`src/pc_glue_cfg.svh`:
```
`ifndef PC_GLUE_CFG_SVH
`define PC_GLUE_CFG_SVH

`define IO_ADDR_W 16
`define IO_DATA_W 32

`define SYSCTL_RESET_VAL 8'hA2
`define SYSCTL_KEY 8'hA1
`define SYSCTL_PORT 16'h8888

// Address driven onto the bus between transfers. No window contains it.
`define IO_PARK_ADDR 16'hFFFF

`define IDE0_BASE 16'h01F0
`define IDE0_BITS 3
`define IDE0_ALT_BASE 16'h03F6
`define IDE0_ALT_BITS 0
`define IDE1_BASE 16'h0170
`define IDE1_BITS 3
`define IDE1_ALT_BASE 16'h0376
`define IDE1_ALT_BITS 0
`define FDC_BASE 16'h03F0
`define FDC_BITS 2
`define FDC_B_BASE 16'h03F4
`define FDC_B_BITS 1
`define FDC_C_BASE 16'h03F7
`define FDC_C_BITS 0
`define DMA_MASTER_BASE 16'h00C0
`define DMA_MASTER_BITS 5
`define DMA_PAGE_BASE 16'h0080
`define DMA_PAGE_BITS 4
`define DMA_SLAVE_BASE 16'h0000
`define DMA_SLAVE_BITS 4
`define PIC_MASTER_BASE 16'h0020
`define PIC_MASTER_BITS 1
`define PIC_SLAVE_BASE 16'h00A0
`define PIC_SLAVE_BITS 1
`define PIT_BASE 16'h0040
`define PIT_BITS 2
`define PIT_SPK_BASE 16'h0061
`define PIT_SPK_BITS 0
`define PS2_IO_BASE 16'h0060
`define PS2_IO_BITS 3
`define PS2_CTL_BASE 16'h0090
`define PS2_CTL_BITS 4
`define RTC_BASE 16'h0070
`define RTC_BITS 1
`define FM_BASE 16'h0388
`define FM_BITS 2
`define SB_BASE 16'h0220
`define SB_BITS 4
`define UART1_BASE 16'h03F8
`define UART1_BITS 3
`define UART2_BASE 16'h02F8
`define UART2_BITS 3
`define MPU_BASE 16'h0330
`define MPU_BITS 1
`define VGA_B_BASE 16'h03B0
`define VGA_B_BITS 4
`define VGA_C_BASE 16'h03C0
`define VGA_C_BITS 4
`define VGA_D_BASE 16'h03D0
`define VGA_D_BITS 4
`define JOY_BASE 16'h0201
`define JOY_BITS 0

`endif

```
`src/pc_glue_pkg.sv`:
```
`include "pc_glue_cfg.svh"

package pc_glue_pkg;

	typedef enum logic [1:0] {
		size_byte  = 2'd0,
		size_word  = 2'd1,
		size_dword = 2'd2
	} io_size_e;

	typedef enum logic [1:0] {
		st_idle,
		st_decode,
		st_access,
		st_respond
	} bus_state_e;

	typedef struct packed {
		logic                  write;
		logic [`IO_ADDR_W-1:0] address;
		io_size_e              size;
		logic [`IO_DATA_W-1:0] data;
	} io_req_t;

	typedef struct packed {
		logic [`IO_DATA_W-1:0] data; // Zero for a write.
	} io_rsp_t;

	typedef struct packed {
		logic [`IO_ADDR_W-1:0] address;
		logic                  read;
		logic                  write;
		io_size_e              size;
		logic [`IO_DATA_W-1:0] writedata;
	} io_bus_t;

	typedef struct packed {
		logic ide0;
		logic ide1;
		logic floppy;
		logic dma_master;
		logic dma_slave;
		logic dma_page;
		logic pic_master;
		logic pic_slave;
		logic pit;
		logic ps2_io;
		logic ps2_ctl;
		logic rtc;
		logic fm;
		logic sb;
		logic uart1;
		logic uart2;
		logic mpu;
		logic vga_b;
		logic vga_c;
		logic vga_d;
		logic joy;
	} io_sel_t;

	typedef struct packed {
		logic [`IO_DATA_W-1:0] ide0;
		logic [`IO_DATA_W-1:0] ide1;
		logic [7:0]            floppy;
		logic [7:0]            dma;
		logic [7:0]            pic;
		logic [7:0]            pit;
		logic [7:0]            ps2;
		logic [7:0]            rtc;
		logic [7:0]            sound;
		logic [7:0]            uart1;
		logic [7:0]            uart2;
		logic [7:0]            mpu;
		logic [7:0]            vga;
		logic [7:0]            joy;
	} io_rdata_t;

	typedef struct packed {
		logic timer;
		logic keyboard;
		logic vga;
		logic uart2;
		logic uart1;
		logic sb5;
		logic floppy;
		logic sb7;
		logic rtc;
		logic mpu;
		logic sb10;
		logic mouse;
		logic ide0;
		logic ide1;
	} dev_irq_t;

endpackage

```
`src/io_bus_ctrl.sv`:
```
`include "pc_glue_cfg.svh"

module io_bus_ctrl (
	input  logic                  clk_sys,
	input  logic                  reset,
	input  logic                  req_valid,
	output logic                  req_ready,
	input  pc_glue_pkg::io_req_t  req,
	output logic                  rsp_valid,
	input  logic                  rsp_ready,
	output pc_glue_pkg::io_rsp_t  rsp,
	output pc_glue_pkg::io_bus_t  bus,
	input  logic [`IO_DATA_W-1:0] rd_data
);
	import pc_glue_pkg::*;

	bus_state_e state;
	bus_state_e state_next;
	logic       is_write;

	assign req_ready = state == st_idle;
	assign rsp_valid = state == st_respond;

	always_comb begin
		state_next = state;
		case (state)
			st_idle:    if (req_valid) state_next = st_decode;
			st_decode:  state_next = st_access;
			st_access:  state_next = st_respond;
			st_respond: if (rsp_ready) state_next = st_idle;
			default:    state_next = st_idle;
		endcase
	end

	always_ff @(posedge clk_sys) begin
		if (req_valid && req_ready) begin
			is_write      <= req.write;
			bus.size      <= req.size;
			bus.writedata <= req.data;
		end
		if (reset) begin
			state       <= st_idle;
			bus.address <= `IO_PARK_ADDR;
			bus.read    <= 1'b0;
			bus.write   <= 1'b0;
		end else begin
			state <= state_next;
			case (state)
				st_idle: begin
					if (req_valid)
						bus.address <= req.address;
				end
				st_decode: begin
					bus.read  <= !is_write; // Selects are settled from here on.
					bus.write <= is_write;
				end
				st_access: begin
					bus.read    <= 1'b0;
					bus.write   <= 1'b0;
					bus.address <= `IO_PARK_ADDR; // Selects drop before the next request.
				end
				default: ;
			endcase
		end
	end

	always_ff @(posedge clk_sys) begin
		if (state == st_access)
			rsp.data <= is_write ? '0 : rd_data;
	end

	a_strobe_in_access: assert property (@(posedge clk_sys) disable iff (reset)
		(bus.read || bus.write) |-> state == st_access);

	a_rsp_hold: assert property (@(posedge clk_sys) disable iff (reset)
		rsp_valid && !rsp_ready |=> rsp_valid && $stable(rsp));

endmodule

```
`src/io_decode.sv`:
```
`include "pc_glue_cfg.svh"

module io_decode (
	input  logic                  clk_sys,
	input  logic [`IO_ADDR_W-1:0] addr,
	output pc_glue_pkg::io_sel_t  sel,
	output logic                  sysctl_sel
);

	function automatic logic hit(
		input logic [`IO_ADDR_W-1:0] a,
		input logic [`IO_ADDR_W-1:0] base,
		input int unsigned           bits
	);
		return (a >> bits) == (base >> bits);
	endfunction

	always_ff @(posedge clk_sys) begin
		sel.ide0       <= hit(addr, `IDE0_BASE, `IDE0_BITS) ||
		                  hit(addr, `IDE0_ALT_BASE, `IDE0_ALT_BITS);
		sel.ide1       <= hit(addr, `IDE1_BASE, `IDE1_BITS) ||
		                  hit(addr, `IDE1_ALT_BASE, `IDE1_ALT_BITS);
		sel.floppy     <= hit(addr, `FDC_BASE, `FDC_BITS) ||
		                  hit(addr, `FDC_B_BASE, `FDC_B_BITS) ||
		                  hit(addr, `FDC_C_BASE, `FDC_C_BITS);
		sel.dma_master <= hit(addr, `DMA_MASTER_BASE, `DMA_MASTER_BITS);
		sel.dma_slave  <= hit(addr, `DMA_SLAVE_BASE, `DMA_SLAVE_BITS);
		sel.dma_page   <= hit(addr, `DMA_PAGE_BASE, `DMA_PAGE_BITS);
		sel.pic_master <= hit(addr, `PIC_MASTER_BASE, `PIC_MASTER_BITS);
		sel.pic_slave  <= hit(addr, `PIC_SLAVE_BASE, `PIC_SLAVE_BITS);
		sel.pit        <= hit(addr, `PIT_BASE, `PIT_BITS) ||
		                  hit(addr, `PIT_SPK_BASE, `PIT_SPK_BITS);
		// Port 0x61 sits inside the keyboard window but belongs to the timer.
		sel.ps2_io     <= hit(addr, `PS2_IO_BASE, `PS2_IO_BITS) &&
		                  !hit(addr, `PIT_SPK_BASE, `PIT_SPK_BITS);
		sel.ps2_ctl    <= hit(addr, `PS2_CTL_BASE, `PS2_CTL_BITS);
		sel.rtc        <= hit(addr, `RTC_BASE, `RTC_BITS);
		sel.fm         <= hit(addr, `FM_BASE, `FM_BITS);
		sel.sb         <= hit(addr, `SB_BASE, `SB_BITS);
		sel.uart1      <= hit(addr, `UART1_BASE, `UART1_BITS);
		sel.uart2      <= hit(addr, `UART2_BASE, `UART2_BITS);
		sel.mpu        <= hit(addr, `MPU_BASE, `MPU_BITS);
		sel.vga_b      <= hit(addr, `VGA_B_BASE, `VGA_B_BITS);
		sel.vga_c      <= hit(addr, `VGA_C_BASE, `VGA_C_BITS);
		sel.vga_d      <= hit(addr, `VGA_D_BASE, `VGA_D_BITS);
		sel.joy        <= hit(addr, `JOY_BASE, `JOY_BITS);
		sysctl_sel     <= addr == `SYSCTL_PORT;
	end

	// The device windows must never overlap.
	a_one_select: assert property (@(posedge clk_sys)
		!$isunknown({sel, sysctl_sel}) |-> $onehot0({sel, sysctl_sel}));

endmodule

```
`src/io_read_mux.sv`:
```
`include "pc_glue_cfg.svh"

module io_read_mux (
	input  pc_glue_pkg::io_sel_t   sel,
	input  pc_glue_pkg::io_rdata_t rdata,
	output logic [`IO_DATA_W-1:0]  data
);

	logic [7:0] byte_data;

	always_comb begin
		byte_data = 8'hFF; // Open bus.
		if (sel.floppy)
			byte_data = rdata.floppy;
		else if (sel.dma_master || sel.dma_slave || sel.dma_page)
			byte_data = rdata.dma;
		else if (sel.pic_master || sel.pic_slave)
			byte_data = rdata.pic;
		else if (sel.pit)
			byte_data = rdata.pit;
		else if (sel.ps2_io || sel.ps2_ctl)
			byte_data = rdata.ps2;
		else if (sel.rtc)
			byte_data = rdata.rtc;
		else if (sel.sb || sel.fm)
			byte_data = rdata.sound;
		else if (sel.uart1)
			byte_data = rdata.uart1;
		else if (sel.uart2)
			byte_data = rdata.uart2;
		else if (sel.mpu)
			byte_data = rdata.mpu;
		else if (sel.vga_b || sel.vga_c || sel.vga_d)
			byte_data = rdata.vga;
		else if (sel.joy)
			byte_data = rdata.joy;
	end

	// Disk ports carry full 32-bit words and win over the byte devices.
	assign data = sel.ide0 ? rdata.ide0 :
	              sel.ide1 ? rdata.ide1 :
	              {{(`IO_DATA_W-8){1'b0}}, byte_data};

endmodule

```
`src/pc_glue_top.sv`:
```
`include "pc_glue_cfg.svh"

module pc_glue_top (
	input  logic                   clk_sys,
	input  logic                   reset,
	input  logic                   req_valid,
	output logic                   req_ready,
	input  pc_glue_pkg::io_req_t   req,
	output logic                   rsp_valid,
	input  logic                   rsp_ready,
	output pc_glue_pkg::io_rsp_t   rsp,
	output pc_glue_pkg::io_bus_t   dev_bus,
	output pc_glue_pkg::io_sel_t   dev_sel,
	input  pc_glue_pkg::io_rdata_t dev_rdata,
	input  pc_glue_pkg::dev_irq_t  dev_irq,
	output logic [15:0]            pic_irq,
	output logic [7:0]             syscfg
);

	logic                  sysctl_sel;
	logic [`IO_DATA_W-1:0] rd_data;

	io_bus_ctrl u_bus_ctrl (
		.clk_sys   (clk_sys),
		.reset     (reset),
		.req_valid (req_valid),
		.req_ready (req_ready),
		.req       (req),
		.rsp_valid (rsp_valid),
		.rsp_ready (rsp_ready),
		.rsp       (rsp),
		.bus       (dev_bus),
		.rd_data   (rd_data)
	);

	io_decode u_decode (
		.clk_sys    (clk_sys),
		.addr       (dev_bus.address),
		.sel        (dev_sel),
		.sysctl_sel (sysctl_sel)
	);

	io_read_mux u_read_mux (
		.sel   (dev_sel),
		.rdata (dev_rdata),
		.data  (rd_data)
	);

	sysctl_port u_sysctl (
		.clk_sys    (clk_sys),
		.reset      (reset),
		.bus        (dev_bus),
		.sel        (dev_sel),
		.sysctl_sel (sysctl_sel),
		.syscfg     (syscfg)
	);

	always_comb begin
		pic_irq     = '0;
		pic_irq[0]  = dev_irq.timer;
		pic_irq[1]  = dev_irq.keyboard;
		pic_irq[3]  = dev_irq.uart2;
		pic_irq[4]  = dev_irq.uart1;
		pic_irq[5]  = dev_irq.sb5;
		pic_irq[6]  = dev_irq.floppy;
		pic_irq[7]  = dev_irq.sb7;
		pic_irq[8]  = dev_irq.rtc;
		pic_irq[9]  = dev_irq.mpu || dev_irq.vga; // Line 2 is the cascade, so VGA lands on 9.
		pic_irq[10] = dev_irq.sb10;
		pic_irq[12] = dev_irq.mouse;
		pic_irq[14] = dev_irq.ide0;
		pic_irq[15] = dev_irq.ide1;
	end

endmodule

```
`src/sysctl_port.sv`:
```
`include "pc_glue_cfg.svh"

module sysctl_port (
	input  logic                 clk_sys,
	input  logic                 reset,
	input  pc_glue_pkg::io_bus_t bus,
	input  pc_glue_pkg::io_sel_t sel,
	input  logic                 sysctl_sel,
	output logic [7:0]           syscfg
);
	import pc_glue_pkg::*;

	logic in_reset;
	logic disk_hit;
	logic key_write;

	assign disk_hit  = sel.ide0 || sel.ide1 || sel.floppy;
	assign key_write = bus.write && sysctl_sel && bus.size == size_word &&
	                   bus.writedata[15:8] == `SYSCTL_KEY;

	always_ff @(posedge clk_sys) begin
		if (reset) begin
			syscfg   <= `SYSCTL_RESET_VAL;
			in_reset <= 1'b1;
		end else if (disk_hit && in_reset) begin
			syscfg   <= 8'h00; // The first disk access ends the boot setup.
			in_reset <= 1'b0;
		end else if (key_write) begin
			syscfg   <= bus.writedata[7:0];
			in_reset <= 1'b0;
		end
	end

endmodule

```
`config.mk`:
```
export PLATFORM = sky130hd
export DESIGN_NAME = pc_glue_top
export DESIGN_NICKNAME = d
export VERILOG_FILES = /design/src/pc_glue_pkg.sv /design/src/io_bus_ctrl.sv /design/src/io_decode.sv /design/src/io_read_mux.sv /design/src/pc_glue_top.sv /design/src/sysctl_port.sv
export VERILOG_INCLUDE_DIRS = /design/src
export SDC_FILE = /design/constraint.sdc
export NUM_CORES = 1
export LEC_CHECK = 0
export ABC_CLOCK_PERIOD_IN_PS = 3600
export BUFFER_PORTS_ARGS = -buffer_cell sky130_fd_sc_hd__buf_2
export CAP_MARGIN = 20
export CORE_MARGIN = 2
export CORE_UTILIZATION = 25
export DETAILED_ROUTE_END_ITERATION = 8
export PLACE_DENSITY = 0.47
export SYNTH_ARGS = -nofsm -noshare
export SYNTH_HDL_FRONTEND = slang
export SYNTH_HIERARCHICAL = 1
export SYNTH_SLANG_ARGS = --single-unit
```
`constraint.sdc`:
```
create_clock -name clk_sys -period 3.6 [get_ports clk_sys]
set_input_delay 0.36 -clock clk_sys [delete_from_list [all_inputs] [get_ports clk_sys]]
set_output_delay 0.36 -clock clk_sys [all_outputs]
set_load 0.01 [all_outputs]
```
# == Yosys cells after proc, flatten, opt, wreduce, memory -nomap -nowiden ==
# Cells that the tools add are included.
# word_totals
ff_bits,118
inputBits,229
out_inout_bits,131
word_cells,121
# classes
eq_ne,33
n_mux,24
n_reduce_logical,31
# ops
op,n
two-way mux 8 bit,14
"== test 16 x 10 -> 1 bit, second input constant",4
two-way mux 32 bit,2
"== test 12 x 6 -> 1 bit, second input constant",4
one-hot mux 16 bit (2 select lines),1
"== test 15 x 9 -> 1 bit, second input constant",2
"== test 14 x 8 -> 1 bit, second input constant",2
"== test 13 x 6 -> 1 bit, second input constant",2
"== test 13 x 7 -> 1 bit, second input constant",2
"== test 12 x 4 -> 1 bit, second input constant",2
"== test 16 bit, second input constant",1
"== test 16 x 7 -> 1 bit, second input constant",1
logical NOT 16 bit,1
two-way mux 16 bit,1
"== test 15 x 5 -> 1 bit, second input constant",1
"== test 15 x 6 -> 1 bit, second input constant",1
"== test 15 x 7 -> 1 bit, second input constant",1
logical OR 1 bit,15
"== test 14 x 5 -> 1 bit, second input constant",1
"== test 13 x 4 -> 1 bit, second input constant",1
"== test 11 x 3 -> 1 bit, second input constant",1
"== test 8 bit, second input constant",1
one-hot mux 2 bit (4 select lines),1
logical AND 1 bit,6
other kinds (12),20

# == Logic depth before layout (Yosys ltp) ==
# depth
ltp_word,15
depth_mapped,7
ltp_nobuf,5

# == Modules after synthesis ==
# Netlist, hierarchy kept.
# modules_own_cells
mod,n_inst,cells_per_inst,area_per_inst_um2,seq_area_each_um2
io_bus_ctrl,1,203,3305.7,2412.3
io_read_mux,1,247,1665.3,0.0
io_decode,1,83,808.3,440.4
sysctl_port,1,45,480.5,180.2
pc_glue_top,1,17,122.6,0.0

# == Least setup slack after synthesis ==
# No wires, ideal clock.
# synth_timing
path_kind,register to register
start,register u_bus_ctrl.state[0]
end,register u_bus_ctrl/bus[0] (netlist name)
setup_ps,395
arrival_time_ps,1440
required_ps,3205
path_slack_ps,1765
path_stages_with_launch,4
path_buffers,0
synth_period_minus_slack_ps,1835
cell_sequence,dfxtp_1 inv_1 ha_1 and2_1
# synth_via
elab_chain_len,2
# synth_rtl
item,line,rtl
from (decl),io_bus_ctrl.sv:17,bus_state_e state;
from (signal assigned),io_bus_ctrl.sv:42,state <= st_idle;
from (signal assigned),io_bus_ctrl.sv:47,state <= state_next;
logical NOT 2 bit,io_bus_ctrl.sv:21,assign req_ready = state == st_idle;
logical AND 1 bit,io_bus_ctrl.sv:36,if (req_valid && req_ready) begin
# No other way between the ends.
# A chain may end at the register's enable or synchronous reset.

# == Worst setup path in the final report ==
# layout_timing
start,register u_decode/sel[6] (netlist name)
end,register u_bus_ctrl/rsp[4] (netlist name)
# layout_via
elab_chain_len,10
# layout_rtl
item,line,rtl
two-way mux 8 bit,io_read_mux.sv:27,else if (sel.uart1)
two-way mux 8 bit,io_read_mux.sv:25,else if (sel.sb || sel.fm)
two-way mux 8 bit,io_read_mux.sv:23,else if (sel.rtc)
two-way mux 8 bit,io_read_mux.sv:21,else if (sel.ps2_io || sel.ps2_ctl)
two-way mux 8 bit,io_read_mux.sv:19,else if (sel.pit)
two-way mux 8 bit,io_read_mux.sv:17,else if (sel.pic_master || sel.pic_slave)
two-way mux 8 bit,io_read_mux.sv:15,else if (sel.dma_master || sel.dma_slave || sel.dma_page)
two-way mux 8 bit,io_read_mux.sv:13,if (sel.floppy)
two-way mux 32 bit,io_read_mux.sv:41,sel.ide1 ? rdata.ide1 :
two-way mux 32 bit,io_read_mux.sv:40,assign data = sel.ide0 ? rdata.ide0 :
named net rd_data[4],pc_glue_top.sv:21,logic [`IO_DATA_W-1:0] rd_data;
# The timed path passes the listed nets, and every way through them passes these cells.

==> metrics.md <==
| Metric | Value |
|---|---|
| Outcome | `finished clean` |
| Root Driver | `clkbuf_16` |
| Fin area | `0.008785 mm^2` |
| Vias in the first global route | `5,556` |
| First-pass detailed-route iteration total | `5` |
| Yosys reg bits | `118` |
| Netlist cell types | `61` |
| Final WS setup | `1392 ps` |
| Adder-cell share of the synthesized area | `0.009802` |
| Initial core utilization | `0.2542` |
| Sequential fraction of the synthesis area | `0.4752` |
| Final #Nets | `1,137` |
| Top-area cell type share of the netlist area | `0.3152` |
| 1st-iter DRT viols | `342` |
| DP HPWL | `17,370 um` |
| Final setup violation count | `0` |
| Reg clk slew, reported paths | `70 ps` |
| WS Path Type | `flop to flop` |
| Mux contribution to synthesized area | `0.02078` |
| WP data required | `3760 ps` |
| Syn_area_per_cell | `10.73 um^2` |
| Gr ovfl total | `0` |
| Worst-margin pin slew | `1025 ps` |
| Setup skew after layout | `8.355 ps` |
| Fmax | `0.4529 GHz` |
| Global Route Usage Sum | `0.1625` |
| Final hold violation count | `0` |
| Largest family of logic cells by synthesized area | `simple AND/OR/NAND/NOR gates` |
| DRC viols | `0` |
| Hold_buf cts | `0` |
| Synth Instances | `595` |
| Die area | `0.02682 mm^2` |
| Max Root-Sink Buffers | `2` |
| Top_reg_cell synth | `edfxtp_1` |
| Ports | `360` |
| Post-place setup slack | `1378 ps` |
| Sink Count | `118` |
| Post-DR vias/cell | `4.709` |
| Tmin final | `2208 ps` |
| Syn-to-layout area delta | `37.64%` |
| Reg2Reg Launch Point | `u_decode/sel[6]$_DFF_P_` |
| Max VDD drop | `0.3337 mV` |
| Routability cong. | `0.8172` |
| CTS tree | `yes` |
| Cts bufs inserted | `17` |
| Clk Latency, worst-skew pair | `410 ps` |
| Initial antenna violation count | `1` |
| PwrDens | `556.5 mW/mm^2` |
| Count leader, synth | `edfxtp_1` |
| Setup tns final | `0 ps` |
| Synth area leaders | `edfxtp_1 32%, dfxtp_1 16%, nor2b_1 3.5%, a22o_1 3.0%, nor4_2 2.5%` |
| Fraction of the mapped netlist area in simple logic gates | `0.2215` |
| Port-buffer cells | `332` |
| CTS H-Tree Depth | `4` |
| CP Launch Point | `u_decode/sel[6]$_DFF_P_` |
| Std-Cell Core Area | `0.02511 mm^2` |
| Share of post-route cells with drive strength above 1 | `0.4836` |
| Min-Delay Path Class | `primary input to flop` |
| Post-Synth XOR/XNOR Area | `0` |
| Maxcap violations | `0` |
| Number of synthesized flops with an enable pin | `67` |
| LEAKAGE | `0.003619 uW` |
| Post-layout power | `4889 uW` |
| Post-CTS Setup Bufs | `0` |
| Tcrit/Tclk final | `0.6134` |
| Crit Path Max Fanout | `25` |
| Nature of the critical path startpoint | `flop` |
| Post-DP Area | `0.008182 mm^2` |
| # diodes | `0` |
| Resized Gates After CTS | `0` |
| Cell row count | `58` |
| RSZ-0062 raised after global routing | `no` |
| Post-Route WL | `22,680 um` |
| Slew Limit Fails | `0` |
| Synth Warn # | `6` |
| Post-synth ARST share | `0` |
| First-pass GRT wire length | `32,930 um` |
| Synth cell count leaders | `67 x edfxtp_1, 51 x dfxtp_1, 40 x nor2_1` |
| Routed Antenna Nets | `0` |
| CP Data Arrival Time | `2370 ps` |
| Leading area contributor after synthesis | `edfxtp_1` |
| Die Ht | `163.8 um` |
| Relative slew slack | `0.3160` |
| Total number of vias | `5,867` |
| Crit end category | `flop` |
| Die Span X | `163.8 um` |
| Hold Crit Start | `req[22]` |
| Largest net degree at the start of global routing | `47` |
| Avg WL per Cell | `18.20 um` |
| Complex-gate fraction of the synthesized area | `0.2004` |
| Netlist Area Pre-Place | `0.006382 mm^2` |
## state kept, by name, indices dropped and copies added, names as in the netlist
signal,count
u_bus_ctrl/bus,52
u_bus_ctrl/rsp,32
u_sysctl/syscfg,8
u_bus_ctrl/state,2
u_decode/sysctl_sel,1
u_bus_ctrl/is_write,1
u_sysctl/in_reset,1
u_decode/sel,21
## routing by layer
layer  routed length (um)  up-vias  global-route usage
met5                   13        -                   0
met4                  490        2             0.05144
met3                 1950       32             0.04773
met2                10790      280              0.2681
met1                 9431     2708              0.2042
li1                     -     2845                   -
## per-stage QoR
stage	std cells	utilization	hold slack (ps)
after floorplan	597	-	458.9
after global placement	1214	0.3258	456.3
after detailed placement	1214	0.3258	461.7
after CTS	1246	0.3499	88.84
after global routing	1246	0.3499	85.40
final	1246	0.3499	115.0
## cells by family after synthesis
logic type                 Yosys count
and+or+nand+nor                    221
AOI/OAI and AO/OA                  154
DFF                                118
buffers and inverters               84
muxes                               12
adders and majority gates            5
other                                1
## cells in the final DEF (no fill, tap or decap), types with 4 or more instances in the layout
master	count
nor4_1	5
o21ai_0	8
o311ai_0	8
buf_2	332
inv_1	17
a21oi_1	23
inv_8	5
and4bb_2	4
inv_2	8
ha_1	4
o211ai_2	8
o221ai_1	8
a211oi_1	11
nor3_1	13
nor2b_1	36
a221oi_2	8
nand3b_1	9
nand2b_1	17
nor4_2	13
clkinv_1	7
o211ai_1	8
a22o_1	22
nand2_1	39
clkbuf_16	17
dfxtp_1	51
a21oi_2	14
edfxtp_1	67
o2111ai_1	16
nor3b_1	9
nand4_1	11
mux2i_1	11
nor2_1	40
buf_4	7
inv_6	4
o31ai_1	6
a21o_1	8
## worst max-delay path, stage by stage (launching register included)
cell and delay, ps:
dfxtp_1 950, nand3b_1 200, a21oi_1 70, a211oi_1 450, o211ai_2 130, nor2b_1 140
## where the power goes
part	switching (uW)	total, uW	internal [uW]	leakage (uW)
Combinational	730	1180	449	0.00228
Sequential	206	1960	1750	0.00105
Clock	756	1750	995	0.000290
Total	1690	4890	3200	0.00362
## final timing paths
check	end	slack, ps	depth (start not counted)
max	u_bus_ctrl/rsp[4]$_SDFFCE_PP0N_	1390	5
max reg2reg	u_bus_ctrl/rsp[4]$_SDFFCE_PP0N_	1390	5
min	u_bus_ctrl/bus[22]$_DFFE_PP_	110	1
min reg2reg	u_sysctl/syscfg[4]$_SDFFE_PP0P_	470	2
## final cells by class
class | count | area, um^2
Clock buffer | 17 | 425.4
Tap cell | 330 | 412.9
Timing Repair Buffer | 339 | 1714
Clock inverter | 15 | 177.7
Inverter | 32 | 120.1
Sequential cell | 118 | 3033
Fill cell | 2668 | 16320
Multi-Input combinational cell | 395 | 2902
(Power assumes the default switching activity.)
